**config.mk**
```make
export PLATFORM = sky130hd
export DESIGN_NAME = mul_ex_top
export DESIGN_NICKNAME = d
export VERILOG_FILES = /design/src/mul_op_pkg.sv /design/src/mul_data_pkg.sv /design/src/mul_decode.sv /design/src/mul_alu.sv /design/src/mul_serial.sv /design/src/mul_writeback.sv /design/src/mul_ex_top.sv
export VERILOG_INCLUDE_DIRS = /design/src /design/src/include
export SDC_FILE = /design/constraint.sdc
export NUM_CORES = 1
export LEC_CHECK = 0
export BUFFER_PORTS_ARGS = -buffer_cell sky130_fd_sc_hd__buf_4
export CELL_PAD_IN_SITES_DETAIL_PLACEMENT = 1
export CELL_PAD_IN_SITES_GLOBAL_PLACEMENT = 2
export CORE_MARGIN = 2
export CORE_UTILIZATION = 38
export DETAILED_ROUTE_END_ITERATION = 10
export HOLD_SLACK_MARGIN = 0.12
export PLACE_DENSITY = 0.78
export SLEW_MARGIN = 40
export SYNTH_ARGS = -nofsm -noshare
export SYNTH_HDL_FRONTEND = slang
export SYNTH_HIERARCHICAL = 1
export SYNTH_SLANG_ARGS = --single-unit
```
**constraint.sdc**
```tcl
create_clock -name clk -period 7 [get_ports clk]
set_clock_uncertainty 0.05 [all_clocks]
set_input_delay 0.35 -clock clk [delete_from_list [all_inputs] [get_ports clk]]
set_output_delay 0.35 -clock clk [all_outputs]
set_load 0.01 [all_outputs]
```
**src/include/mul_params.svh**
```systemverilog
/*
 * width macros for the integer execute path
 * datapath, destination register address and multiplier step counter
 */
`ifndef MUL_PARAMS_SVH
`define MUL_PARAMS_SVH

// integer datapath width
`define MUL_XLEN 32

// destination register address width
`define MUL_REG_AW 5

// multiplier step counter, holds XLEN-1
`define MUL_CNT_W 5

`endif

```
**src/mul_op_pkg.sv**
```systemverilog
/*
 * operation encodings for the execute path
 * execute op enum, multiplier half select and operand signedness
 */
package mul_op_pkg;

  localparam int unsigned EX_OP_W = 3;

  // msb set marks the multiplier class
  typedef enum logic [EX_OP_W-1:0] {
    EX_ADD    = 3'b000,
    EX_SUB    = 3'b001,
    EX_SLT    = 3'b010,
    EX_SLTU   = 3'b011,
    EX_MUL    = 3'b100,
    EX_MULH   = 3'b101,
    EX_MULHSU = 3'b110,
    EX_MULHU  = 3'b111
  } ex_op_e;

  // which half of the product is returned
  typedef enum logic {
    MUL_L = 1'b0,
    MUL_H = 1'b1
  } mult_operator_e;

  // bit 0 operand a signed, bit 1 operand b signed
  typedef logic [1:0] signed_mode_t;

  localparam signed_mode_t SMODE_UU = 2'b00;
  localparam signed_mode_t SMODE_SU = 2'b01;
  localparam signed_mode_t SMODE_SS = 2'b11;

  function automatic logic is_mult_op(input ex_op_e op);
    return op[EX_OP_W-1];
  endfunction

endpackage

```
**src/mul_data_pkg.sv**
```systemverilog
/*
 * structs passed between the pipeline stages
 * issue word, alu and multiplier control, writeback result
 */
`include "mul_params.svh"

package mul_data_pkg;
  import mul_op_pkg::*;

  ////////////////////
  // issue side
  ////////////////////

  // one instruction as presented by the environment
  typedef struct packed {
    ex_op_e                 op;
    logic [`MUL_XLEN-1:0]   op_a;
    logic [`MUL_XLEN-1:0]   op_b;
    logic [`MUL_REG_AW-1:0] rd;
  } issue_t;

  ////////////////////
  // execute control
  ////////////////////

  // alu control, valid travels as a separate wire
  typedef struct packed {
    ex_op_e                 op;
    logic [`MUL_XLEN-1:0]   op_a;
    logic [`MUL_XLEN-1:0]   op_b;
    logic [`MUL_REG_AW-1:0] rd;
  } alu_ctrl_t;

  // multiplier control, held stable for the whole run
  typedef struct packed {
    mult_operator_e         operator;
    signed_mode_t           signed_mode;
    logic [`MUL_XLEN-1:0]   op_a;
    logic [`MUL_XLEN-1:0]   op_b;
    logic [`MUL_REG_AW-1:0] rd;
  } mult_ctrl_t;

  // result with its destination
  typedef struct packed {
    logic [`MUL_REG_AW-1:0] rd;
    logic [`MUL_XLEN-1:0]   result;
  } wb_t;

endpackage

```
**src/mul_decode.sv**
```systemverilog
/*
 * issue and decode stage
 * registers accepted ops, routes them to alu or multiplier, owns busy
 */
`timescale 1ns/1ns
`include "mul_params.svh"

module mul_decode
  import mul_op_pkg::*;
  import mul_data_pkg::*;
(
  input  logic       clk,
  input  logic       rst_n,
  input  logic       issue_valid_i,
  input  issue_t     issue_i,
  input  logic       mult_done_i,
  output logic       alu_valid_o,
  output alu_ctrl_t  alu_ctrl_o,
  output logic       mult_en_o,
  output mult_ctrl_t mult_ctrl_o,
  output logic       busy_o
);

  logic       accept;
  logic       alu_issue;
  logic       mult_issue;
  logic       alu_valid_q;
  logic       mult_start_q;
  logic       mult_en_q;
  logic       busy_q;
  alu_ctrl_t  alu_ctrl_q;
  mult_ctrl_t mult_ctrl_q;
  mult_ctrl_t mult_dec;

  // busy drops as soon as the ready pulse is seen
  assign busy_o     = busy_q & ~mult_done_i;
  // issues while busy are dropped
  assign accept     = issue_valid_i & ~busy_o;
  assign mult_issue = accept & is_mult_op(issue_i.op);
  assign alu_issue  = accept & ~is_mult_op(issue_i.op);

  // expand a multiply op into half select and signedness
  always_comb begin
    mult_dec.op_a        = issue_i.op_a;
    mult_dec.op_b        = issue_i.op_b;
    mult_dec.rd          = issue_i.rd;
    mult_dec.operator    = MUL_H;
    mult_dec.signed_mode = SMODE_UU;
    case (issue_i.op)
      EX_MUL:    mult_dec.operator    = MUL_L;
      EX_MULH:   mult_dec.signed_mode = SMODE_SS;
      EX_MULHSU: mult_dec.signed_mode = SMODE_SU;
      default:   mult_dec.signed_mode = SMODE_UU;
    endcase
  end

  always_ff @(posedge clk or negedge rst_n) begin
    if (!rst_n) begin
      alu_valid_q  <= 1'b0;
      mult_start_q <= 1'b0;
      mult_en_q    <= 1'b0;
      busy_q       <= 1'b0;
    end else begin
      alu_valid_q  <= alu_issue;
      mult_start_q <= mult_issue;
      if (mult_issue) begin
        busy_q <= 1'b1;
      end else if (mult_done_i) begin
        busy_q <= 1'b0;
      end
      // enable runs from the cycle after start up to the ready pulse
      if (mult_start_q) begin
        mult_en_q <= 1'b1;
      end else if (mult_done_i) begin
        mult_en_q <= 1'b0;
      end
    end
  end

  // operand payload, loaded only on an accepted issue
  always_ff @(posedge clk) begin
    if (alu_issue) begin
      alu_ctrl_q <= '{op: issue_i.op, op_a: issue_i.op_a, op_b: issue_i.op_b, rd: issue_i.rd};
    end
    if (mult_issue) begin
      mult_ctrl_q <= mult_dec;
    end
  end

  assign alu_valid_o = alu_valid_q;
  assign alu_ctrl_o  = alu_ctrl_q;
  assign mult_en_o   = mult_en_q;
  assign mult_ctrl_o = mult_ctrl_q;

endmodule

```
**src/mul_alu.sv**
```systemverilog
/*
 * combinational alu for add, sub and compares
 * one 33-bit adder, lent to the multiplier while it is enabled
 */
`timescale 1ns/1ns
`include "mul_params.svh"

module mul_alu
  import mul_op_pkg::*;
  import mul_data_pkg::*;
(
  input  logic                 alu_valid_i,
  input  alu_ctrl_t            alu_ctrl_i,
  input  logic                 mult_en_i,
  input  logic [`MUL_XLEN:0]   mult_operand_a_i,
  input  logic [`MUL_XLEN:0]   mult_operand_b_i,
  output logic [`MUL_XLEN+1:0] adder_ext_o,
  output logic                 alu_valid_o,
  output wb_t                  alu_res_o
);

  logic                 negate;
  logic [`MUL_XLEN:0]   operand_b_neg;
  logic [`MUL_XLEN:0]   adder_in_a;
  logic [`MUL_XLEN:0]   adder_in_b;
  logic [`MUL_XLEN-1:0] adder_res;
  logic                 sign_a;
  logic                 sign_b;
  logic                 is_lt;
  logic [`MUL_XLEN-1:0] alu_res;

  ////////////////////
  // shared adder
  ////////////////////

  // everything but add subtracts
  assign negate = (alu_ctrl_i.op != EX_ADD);

  // the extra lsb carries the +1 of the two's complement
  assign operand_b_neg = {alu_ctrl_i.op_b, 1'b0} ^ {(`MUL_XLEN+1){negate}};

  // multiplier owns the adder inputs while it runs
  assign adder_in_a = mult_en_i ? mult_operand_a_i : {alu_ctrl_i.op_a, 1'b1};
  assign adder_in_b = mult_en_i ? mult_operand_b_i : operand_b_neg;

  // 34-bit sum keeps the carry for the high-half window shift
  assign adder_ext_o = {1'b0, adder_in_a} + {1'b0, adder_in_b};
  assign adder_res   = adder_ext_o[`MUL_XLEN:1];

  ////////////////////
  // compares
  ////////////////////

  assign sign_a = alu_ctrl_i.op_a[`MUL_XLEN-1];
  assign sign_b = alu_ctrl_i.op_b[`MUL_XLEN-1];

  // equal msbs cannot overflow, so the difference sign decides
  // unequal msbs decide alone: a negative for slt, b large for sltu
  always_comb begin
    if (sign_a == sign_b) begin
      is_lt = adder_res[`MUL_XLEN-1];
    end else if (alu_ctrl_i.op == EX_SLT) begin
      is_lt = sign_a;
    end else begin
      is_lt = sign_b;
    end
  end

  always_comb begin
    case (alu_ctrl_i.op)
      EX_SLT, EX_SLTU: alu_res = {{(`MUL_XLEN-1){1'b0}}, is_lt};
      default:         alu_res = adder_res;
    endcase
  end

  // adder results are meaningless while lent out
  assign alu_valid_o      = alu_valid_i & ~mult_en_i;
  assign alu_res_o.rd     = alu_ctrl_i.rd;
  assign alu_res_o.result = alu_res;

endmodule

```
**src/mul_serial.sv**
```systemverilog
/*
 * iterative shift-and-add multiplier
 * one partial product per cycle through the alu adder
 * low or high half, signed, unsigned or mixed operands
 */
`timescale 1ns/1ns
`include "mul_params.svh"

module mul_serial
  import mul_op_pkg::*;
  import mul_data_pkg::*;
(
  input  logic                 clk,
  input  logic                 rst_n,
  input  logic                 mult_en_i,
  input  mult_ctrl_t           mult_ctrl_i,
  input  logic [`MUL_XLEN+1:0] adder_ext_i,
  output logic [`MUL_XLEN:0]   alu_operand_a_o,
  output logic [`MUL_XLEN:0]   alu_operand_b_o,
  output logic                 mult_valid_o,
  output wb_t                  mult_res_o
);

  typedef enum logic [1:0] {
    MULT_IDLE,
    MULT_COMP,
    MULT_LASTPP,
    MULT_FINISH
  } mult_state_e;

  mult_state_e           state_q;
  logic [`MUL_CNT_W-1:0] step_cnt_q;

  logic [`MUL_XLEN:0]    accum_q;
  logic [`MUL_XLEN:0]    op_a_shift_q;
  logic [`MUL_XLEN:0]    op_b_shift_q;
  logic [`MUL_XLEN:0]    op_a_ext;
  logic [`MUL_XLEN:0]    op_b_ext;
  logic [`MUL_XLEN:0]    pp;
  logic [`MUL_XLEN:0]    last_pp;
  logic [`MUL_XLEN:0]    res_adder_l;
  logic [`MUL_XLEN:0]    res_adder_h;
  logic [`MUL_XLEN-1:0]  b_bit;
  logic                  b0_init;
  logic                  is_high;

  assign is_high = (mult_ctrl_i.operator == MUL_H);

  // sign extension only for operands marked signed
  assign op_a_ext = {mult_ctrl_i.op_a[`MUL_XLEN-1] & mult_ctrl_i.signed_mode[0], mult_ctrl_i.op_a};
  assign op_b_ext = {mult_ctrl_i.op_b[`MUL_XLEN-1] & mult_ctrl_i.signed_mode[1], mult_ctrl_i.op_b};
  assign b0_init  = mult_ctrl_i.op_b[0];

  // plain sum for the low half
  assign res_adder_l = adder_ext_i[`MUL_XLEN:0];
  // sum shifted one right, the window slides up the product
  assign res_adder_h = adder_ext_i[`MUL_XLEN+1:1];

  ////////////////////
  // partial products
  ////////////////////

  assign b_bit = {`MUL_XLEN{op_b_shift_q[0]}};

  // sign term inverted for the two's complement correction
  assign pp      = {~(op_a_shift_q[`MUL_XLEN] & op_b_shift_q[0]),
                    op_a_shift_q[`MUL_XLEN-1:0] & b_bit};
  // last row carries the sign of b, so its magnitude bits invert
  assign last_pp = {op_a_shift_q[`MUL_XLEN] & op_b_shift_q[0],
                    ~(op_a_shift_q[`MUL_XLEN-1:0] & b_bit)};

  always_comb begin
    alu_operand_a_o = accum_q;
    alu_operand_b_o = pp;
    if (is_high && (state_q == MULT_LASTPP)) begin
      alu_operand_b_o = last_pp;
    end
  end

  ////////////////////
  // control FSM
  ////////////////////

  always_ff @(posedge clk or negedge rst_n) begin
    if (!rst_n) begin
      state_q    <= MULT_IDLE;
      step_cnt_q <= '0;
    end else if (mult_en_i) begin
      case (state_q)
        MULT_IDLE: begin
          step_cnt_q <= `MUL_CNT_W'(`MUL_XLEN - 1);
          state_q    <= MULT_COMP;
        end
        MULT_COMP: begin
          step_cnt_q <= step_cnt_q - 1'b1;
          if (step_cnt_q == `MUL_CNT_W'(1)) begin
            state_q <= MULT_LASTPP;
          end
        end
        MULT_LASTPP: state_q <= MULT_FINISH;
        default:     state_q <= MULT_IDLE;
      endcase
    end
  end

  // datapath registers follow the FSM
  always_ff @(posedge clk) begin
    if (mult_en_i) begin
      case (state_q)
        MULT_IDLE: begin
          op_a_shift_q <= is_high ? op_a_ext : op_a_ext << 1;
          op_b_shift_q <= op_b_ext >> 1;
          // first row is loaded straight, no adder pass
          if (is_high) begin
            accum_q <= {1'b1, ~(op_a_ext[`MUL_XLEN] & b0_init),
                        op_a_ext[`MUL_XLEN-1:1] & {(`MUL_XLEN-1){b0_init}}};
          end else begin
            accum_q <= {~(op_a_ext[`MUL_XLEN] & b0_init),
                        op_a_ext[`MUL_XLEN-1:0] & {`MUL_XLEN{b0_init}}};
          end
        end
        MULT_COMP: begin
          if (!is_high) begin
            op_a_shift_q <= op_a_shift_q << 1;
          end
          op_b_shift_q <= op_b_shift_q >> 1;
          accum_q      <= is_high ? res_adder_h : res_adder_l;
        end
        MULT_LASTPP: accum_q <= res_adder_l;
        default: ;
      endcase
    end
  end

  assign mult_valid_o      = (state_q == MULT_FINISH);
  assign mult_res_o.rd     = mult_ctrl_i.rd;
  assign mult_res_o.result = accum_q[`MUL_XLEN-1:0];

endmodule

```
**src/mul_writeback.sv**
```systemverilog
/*
 * writeback stage
 * picks the alu or multiplier result and registers it for one cycle
 */
`timescale 1ns/1ns
`include "mul_params.svh"

module mul_writeback
  import mul_data_pkg::*;
(
  input  logic clk,
  input  logic rst_n,
  input  logic alu_valid_i,
  input  wb_t  alu_res_i,
  input  logic mult_valid_i,
  input  wb_t  mult_res_i,
  output logic wb_valid_o,
  output wb_t  wb_o
);

  logic any_valid;
  wb_t  wb_sel;
  logic wb_valid_q;
  wb_t  wb_q;

  ////////////////////
  // source select
  ////////////////////

  // both sources are never valid together
  assign any_valid = alu_valid_i | mult_valid_i;

  always_comb begin
    if (mult_valid_i) begin
      wb_sel = mult_res_i;
    end else begin
      wb_sel = alu_res_i;
    end
  end

  ////////////////////
  // output register
  ////////////////////

  // valid is a single-cycle pulse per result
  always_ff @(posedge clk or negedge rst_n) begin
    if (!rst_n) begin
      wb_valid_q <= 1'b0;
    end else begin
      wb_valid_q <= any_valid;
    end
  end

  // result and destination hold until the next one
  always_ff @(posedge clk) begin
    if (any_valid) begin
      wb_q <= wb_sel;
    end
  end

  assign wb_valid_o = wb_valid_q;
  assign wb_o       = wb_q;

endmodule

```
**src/mul_ex_top.sv**
```systemverilog
/*
 * integer execute path top level
 * decode, alu, serial multiplier and writeback
 */
`timescale 1ns/1ns
`include "mul_params.svh"

module mul_ex_top
  import mul_data_pkg::*;
(
  input  logic   clk,
  input  logic   rst_n,
  input  logic   issue_valid_i,
  input  issue_t issue_i,
  output logic   busy_o,
  output logic   wb_valid_o,
  output wb_t    wb_o
);

  // decode to execute
  logic                 alu_valid;
  alu_ctrl_t            alu_ctrl;
  logic                 mult_en;
  mult_ctrl_t           mult_ctrl;

  // adder lent from alu to multiplier
  logic [`MUL_XLEN:0]   mult_operand_a;
  logic [`MUL_XLEN:0]   mult_operand_b;
  logic [`MUL_XLEN+1:0] adder_ext;

  // execute to writeback
  logic                 alu_done_valid;
  wb_t                  alu_done;
  logic                 mult_done_valid;
  wb_t                  mult_done;

  mul_decode u_decode (
    .clk           (clk),
    .rst_n         (rst_n),
    .issue_valid_i (issue_valid_i),
    .issue_i       (issue_i),
    .mult_done_i   (mult_done_valid),
    .alu_valid_o   (alu_valid),
    .alu_ctrl_o    (alu_ctrl),
    .mult_en_o     (mult_en),
    .mult_ctrl_o   (mult_ctrl),
    .busy_o        (busy_o)
  );

  mul_alu u_alu (
    .alu_valid_i      (alu_valid),
    .alu_ctrl_i       (alu_ctrl),
    .mult_en_i        (mult_en),
    .mult_operand_a_i (mult_operand_a),
    .mult_operand_b_i (mult_operand_b),
    .adder_ext_o      (adder_ext),
    .alu_valid_o      (alu_done_valid),
    .alu_res_o        (alu_done)
  );

  mul_serial u_serial (
    .clk             (clk),
    .rst_n           (rst_n),
    .mult_en_i       (mult_en),
    .mult_ctrl_i     (mult_ctrl),
    .adder_ext_i     (adder_ext),
    .alu_operand_a_o (mult_operand_a),
    .alu_operand_b_o (mult_operand_b),
    .mult_valid_o    (mult_done_valid),
    .mult_res_o      (mult_done)
  );

  mul_writeback u_writeback (
    .clk          (clk),
    .rst_n        (rst_n),
    .alu_valid_i  (alu_done_valid),
    .alu_res_i    (alu_done),
    .mult_valid_i (mult_done_valid),
    .mult_res_i   (mult_done),
    .wb_valid_o   (wb_valid_o),
    .wb_o         (wb_o)
  );

endmodule

```
# Word-level counts from Yosys, hierarchy flattened
# Cells that the tools add are included.
# word_totals
out_inout_bits	39
regBits	292
input_bits	75
# op_classes
n_eq_ne	12
add_sub_neg	2
bitwise	21
n_reduce_logical	12
n_mux	22
# ops
operator	n
two-way mux 33 bit	7
case mux 33 bit (2 select lines)	2
case mux 33 bit (3 select lines)	1
AND 32 bit	2
two-way mux 37 bit	1
adder 33 x 33 -> 34 bit	1
bitwise XOR 33 bit	1
two-way mux 32 bit	1
inverter 32 bit	1
AND 31 bit	1
case mux 5 bit (2 select lines)	1
AND 1 bit	9
equality test 3 bit, second input constant	3
equality test 3 x 2 -> 1 bit, second input constant	2
two-way mux 1 bit	6
inverter 1 bit	6
case mux 2 bit (3 select lines)	1
AND reduction 2 bit	3
nonzero test 2 bit	3
nonzero test 3 bit	2
equality test 5 x 1 -> 1 bit, second input constant	1
subtractor 5 x 1 -> 5 bit, second input constant	1
equality test 2 bit, second input constant	2
case mux 2 bit (2 select lines)	1
10 further kinds	10

# Logic depth before layout (Yosys ltp)
# logic_depth
word_depth	8
ltp_mapped	18
depth_no_buf	17

# Hierarchy
# The synthesis kept the hierarchy.
# modules_own_cells
module	cells_per_inst	seq_area_each_um2	n_inst	area_each_um2
mul_serial	501	3118.0	1	5936.9
mul_decode	159	4424.2	1	4500.6
mul_alu	532	0.0	1	3558.4
mul_writeback	80	1136.1	1	1669.1

# Worst setup path after synthesis
# Ideal clock, no wire load.
# synth_path
kind	register to register
start	register u_serial.state_q[0]
end	register u_decode.alu_valid_q, in the netlist u_decode/alu_valid_o
arrival_time_ps	5990
setup_ps	668
path_buffers	0
required_ps	6282
slack_ps	292
stages_incl_launch_ff	4
cell_sequence	dfrtp_1 -> ha_1 -> nor2b_2 -> nor3b_1
# synth_via
elab_chain_cells	6
# synth_rtl
element	line	source
start, declared	mul_serial.sv:31	mult_state_e state_q;
start signal, assigned	mul_serial.sv:86	state_q <= MULT_IDLE;
start signal, assigned	mul_serial.sv:92	state_q <= MULT_COMP;
start signal, assigned	mul_serial.sv:97	state_q <= MULT_LASTPP;
equality test 2 bit	mul_serial.sv:135	assign mult_valid_o = (state_q == MULT_FINISH);
named net mult_done_valid	mul_ex_top.sv:34	logic mult_done_valid;
inverter 1 bit	mul_decode.sv:36	assign busy_o = busy_q & ~mult_done_i;
AND 1 bit	mul_decode.sv:36	
named net busy_o	mul_ex_top.sv:15	output logic busy_o,
inverter 1 bit	mul_decode.sv:38	assign accept = issue_valid_i & ~busy_o;
AND 1 bit	mul_decode.sv:38	
AND 1 bit	mul_decode.sv:40	assign alu_issue = accept & ~is_mult_op(issue_i.op);
named net u_decode.alu_issue	mul_decode.sv:25	logic alu_issue;
end signal, assigned	mul_decode.sv:64	alu_valid_q <= alu_issue;
end, declared	mul_decode.sv:27	logic alu_valid_q;
# The timed path passes the listed nets, and every way through them passes these cells.
# A chain may end at the register's enable or synchronous reset.

# Worst setup path after layout
# layout_path
start	register u_serial.state_q[0]
end	register u_serial.accum_q[30], in the netlist u_serial/alu_operand_a_o[30] (data pin)
# layout_via
elab_chain_cells	7
# layout_rtl
element	line	source
equality test 2 bit (*)	mul_serial.sv:75	if (is_high && (state_q == MULT_LASTPP)) begin
logical AND 1 bit (*)	mul_serial.sv:75	
two-way mux 33 bit (*)	mul_serial.sv:75	
named net mult_operand_b[0]	mul_ex_top.sv:28	logic [`MUL_XLEN:0] mult_operand_b;
two-way mux 33 bit (*)	mul_alu.sv:44	assign adder_in_b = mult_en_i ? mult_operand_b_i : operand_b_neg;
adder 33 x 33 -> 34 bit (*)	mul_alu.sv:47	assign adder_ext_o = {1'b0, adder_in_a} + {1'b0, adder_in_b};
named net adder_ext[30]	mul_ex_top.sv:29	logic [`MUL_XLEN+1:0] adder_ext;
two-way mux 33 bit	mul_serial.sv:127	accum_q <= is_high ? res_adder_h : res_adder_l;
case mux 33 bit (3 select lines) (*)	mul_serial.sv:109	case (state_q)
end signal, assigned	mul_serial.sv:115	accum_q <= {1'b1, ~(op_a_ext[`MUL_XLEN] & b0_init),
end signal, assigned	mul_serial.sv:127	
end signal, assigned	mul_serial.sv:129	MULT_LASTPP: accum_q <= res_adder_l;
end, declared	mul_serial.sv:34	logic [`MUL_XLEN:0] accum_q;
# Mark *: on every way through the listed nets, which the timed path passes. The rest lies on a longest branch.

==> results.cfg <==
[global_route]
grt_pass1_vias = 11070
grt-ovfl-total = 0
antenna_found_initial = 0
grt_max_degree = 74
gr-usage-all-layers = 0.2065
grt_pass1_wl_um = 68160

[synth]
synth_nets = 1387
syn-cell-area_um2 = 15670
synth_enable_flop_cells = 279
synthSimpleGateAreaFrac = 0.08770
yosys_register_bits = 291
ys_async_sr_fraction = 0.04124
yosysWarnings = 6
synth_cell_types = 80
synth_top_cell_area_share = 0.5348
postSynthAreaPerCell_um2 = 12.32
synth_mux_area_frac = 0.1177
ys.flop_type = edfxtp_1
synth_top_family_by_area = multiplexers
synth-compound-area-share = 0.1073
ys_seq_area_frac = 0.5540
synth_adder_area_share = 0.03243
synthTopCellsByArea = edfxtp_1, mux2_2, xor2_1
synth_largest_area_cell = edfxtp_1
postSynthCellCount = 1272
yosys-top-cells-count = edfxtp_1, nand2_1, mux2_2, a21oi_1, xor2_1
yosysMostFrequentCell = edfxtp_1
synth_xor_area_frac = 0.05032

[run_status]
status = finished clean

[sta]
tns_ns = 0
period_minus_slack_ns = 4.798
hold_viol = 0
setup_viol = 0
rsz0062_at_grt = false
timing.final.crit_share = 0.6854
whs_ns = 0.1784
maxSlewViolCount = 0
max_freq_ghz = 0.2084
tightest_slew_ns = 0.7863
slew_headroom = 0.4700

[clock_network]
clk_latency_ns = 0.54
cts_tree = built
htree_levels = 2
clk_pin_slew_ns = 0.07
clockRootBuffer = clkbuf_16
cts_buffer_depth = 3
cts_buffers = 34
clock_sinks = 291

[routing]
drtIter0Drc = 673
ant_nets = 0
vias = 10520
wl_per_cell_um = 22.75
via_per_inst = 5.386
drt_first_pass_iters = 6
wl_um = 44440
drc = 0

[place]
dp_cells = 1817
dp.final_hpwl_um = 30500
globalplace.congestion = 0.8531
port-buffer-count = 113

[floorplan]
die_w_um = 207.0
die-area_um2 = 42860
dieHeight_um = 207.0
std_cell_rows = 74
ioPinCount = 114
start_util = 0.3845
core_um2 = 40740

[layout]
multi_input_area_um2 = 6240
syn_to_final_growth_pct = 18.49
drive_gt1_frac = 0.2540
nNetsFinal = 1510
seqCellArea_um2 = 8682
fillers = 4292
diodes = 0
finalNonFillerCells = 1953

[worst_setup_path]
r2r_slack_ns = 2.20
cpMaxStageDelayCell = a31oi_2
path_delay_family = compound AO/OA/AOI/OAI gates
cp.arrival_ns = 5.04
cp_max_fo = 21
crit_top_cell = inv_1
cp-end-kind = flip-flop
timing.critical_path.buf_inv = 4
worst-setup-path-type = flip-flop to flip-flop
worstPathCellList = inv_1, ha_1, nand2_2, buf_4, xor2_1, inv_1, mux2i_1, ha_1, inv_1, fa_1, nand2b_1, a21oi_1, o21ai_1, a31oi_2, a31oi_1, xnor2_1, a221o_1
crit_path_max_incr_delay_ns = 0.52
critPathRequiredTime_ns = 7.24
startpoint_type = flip-flop

[min_path]
worstHoldPathType = input pin to async pin

[run]
drv_cap = 0

[pwr]
p_leak_nw = 6.862
powerDensity_nw_per_um2 = 570.5
vdd_drop_max_mv = 0.3225
## path summary, 6_finish.rpt
path                                        from                            to  cells after the start
max                          u_serial/state_q[0]  u_serial/alu_operand_a_o[30]                     17
min                                        rst_n          u_decode/alu_valid_o                      2
max reg2reg                  u_serial/state_q[0]  u_serial/alu_operand_a_o[30]                     17
min reg2reg                u_decode/mult_start_q            u_decode/mult_en_o                      1
max in group asynchronous                  rst_n            u_decode/mult_en_o                      2
min in group clk           u_decode/mult_start_q            u_decode/mult_en_o                      1
## state kept, by name, summed over array words and instances (netlist names), 2 cells and up
name	cells
u_serial/alu_operand_a_o	33
u_decode/alu_ctrl_o	72
u_serial/op_a_shift_q	33
u_serial/op_b_shift_q	32
u_writeback/wb_o	37
u_serial/step_cnt_q	5
u_decode/mult_ctrl_o	72
u_serial/state_q	2
## routing by layer
metal	global-route usage	routed length, µm	vias to the layer above
met4	0.06379	1114	0
met1	0.2893	20990	5294
met3	0.03335	1898	67
met2	0.3290	20440	247
li1	-	-	4910
met5	0	0	-
## area by class of cell
class / instances / area share
sequential: 291 / 0.4677
multi-input combinational: 844 / 0.3362
clock buffer: 34 / 0.04584
inverter: 16 / 0.003236
timing repair buffer: 208 / 0.09558
tap: 532 / 0.03586
clock inverter: 28 / 0.01557
## cell families (layout without fill, tap and decap cells)
group,Yosys count,after routing
adders and majority gates,40,40
DFF,291,291
xor gates and xnor gates,90,90
AOI/OAI and AO/OA,261,261
buffers and inverters,137,286
and+or+nand+nor,293,293
muxes,160,160
## repair_timing
action	CTS	global route
hold buffers	74	0
hold endpoints to repair	157	0
resized for setup	0	0
setup buffers	0	0
endpoints found under the setup margin	0	0
## metrics by stage
step	worst slack, ns	area [µm²]	total power [mW]	util
final	2.202	18560	10.59	0.4556
after global routing	1.895	18560	11.29	0.4556
after CTS	2.212	18550	10.62	0.4553
after detailed placement	2.234	16670	8.720	0.4092
after global placement	2.371	16610	8.629	0.4078
after floorplan	0.2920	15670	7.182	-
## cell usage in the layout (no fill, tap or decap), drive strengths merged, types with 12 or more instances in the layout
| cell type | n |
|---|---|
| nand4 | 12 |
| inv | 19 |
| a21oi | 75 |
| mux2i | 24 |
| nand2b | 13 |
| a31oi | 25 |
| xnor2 | 20 |
| mux2 | 136 |
| o21ai | 80 |
| a21o | 13 |
| xor2 | 70 |
| nand2 | 126 |
| dfrtp | 12 |
| ha | 39 |
| nor3 | 15 |
| clkinv | 17 |
| buf | 134 |
| dlygate4sd3 | 74 |
| and2 | 24 |
| nor2 | 64 |
| a221o | 13 |
| edfxtp | 279 |
| clkbuf | 34 |
## where the power goes
part / internal (mW) / total, mW / leakage (nW) / switching (mW)
Sequential: 2.76 / 3.01 / 2.74 / 0.254
Combinational: 2.30 / 5.75 / 3.56 / 3.45
Clock: 1.08 / 1.82 / 0.561 / 0.739
## worst register-to-register path: stages (launching register included)
cell and delay [ns]:
dfrtp_1 0.40, inv_1 0.10, ha_1 0.22, nand2_2 0.33
buf_4 0.45, xor2_1 0.21, inv_1 0.06, mux2i_1 0.13
ha_1 0.21, inv_1 0.07, fa_1 0.40, nand2b_1 0.20
a21oi_1 0.22, o21ai_1 0.12, a31oi_2 0.52, a31oi_1 0.30
xnor2_1 0.22, a221o_1 0.34
No activity file was read; power rests on OpenSTA's default activity.
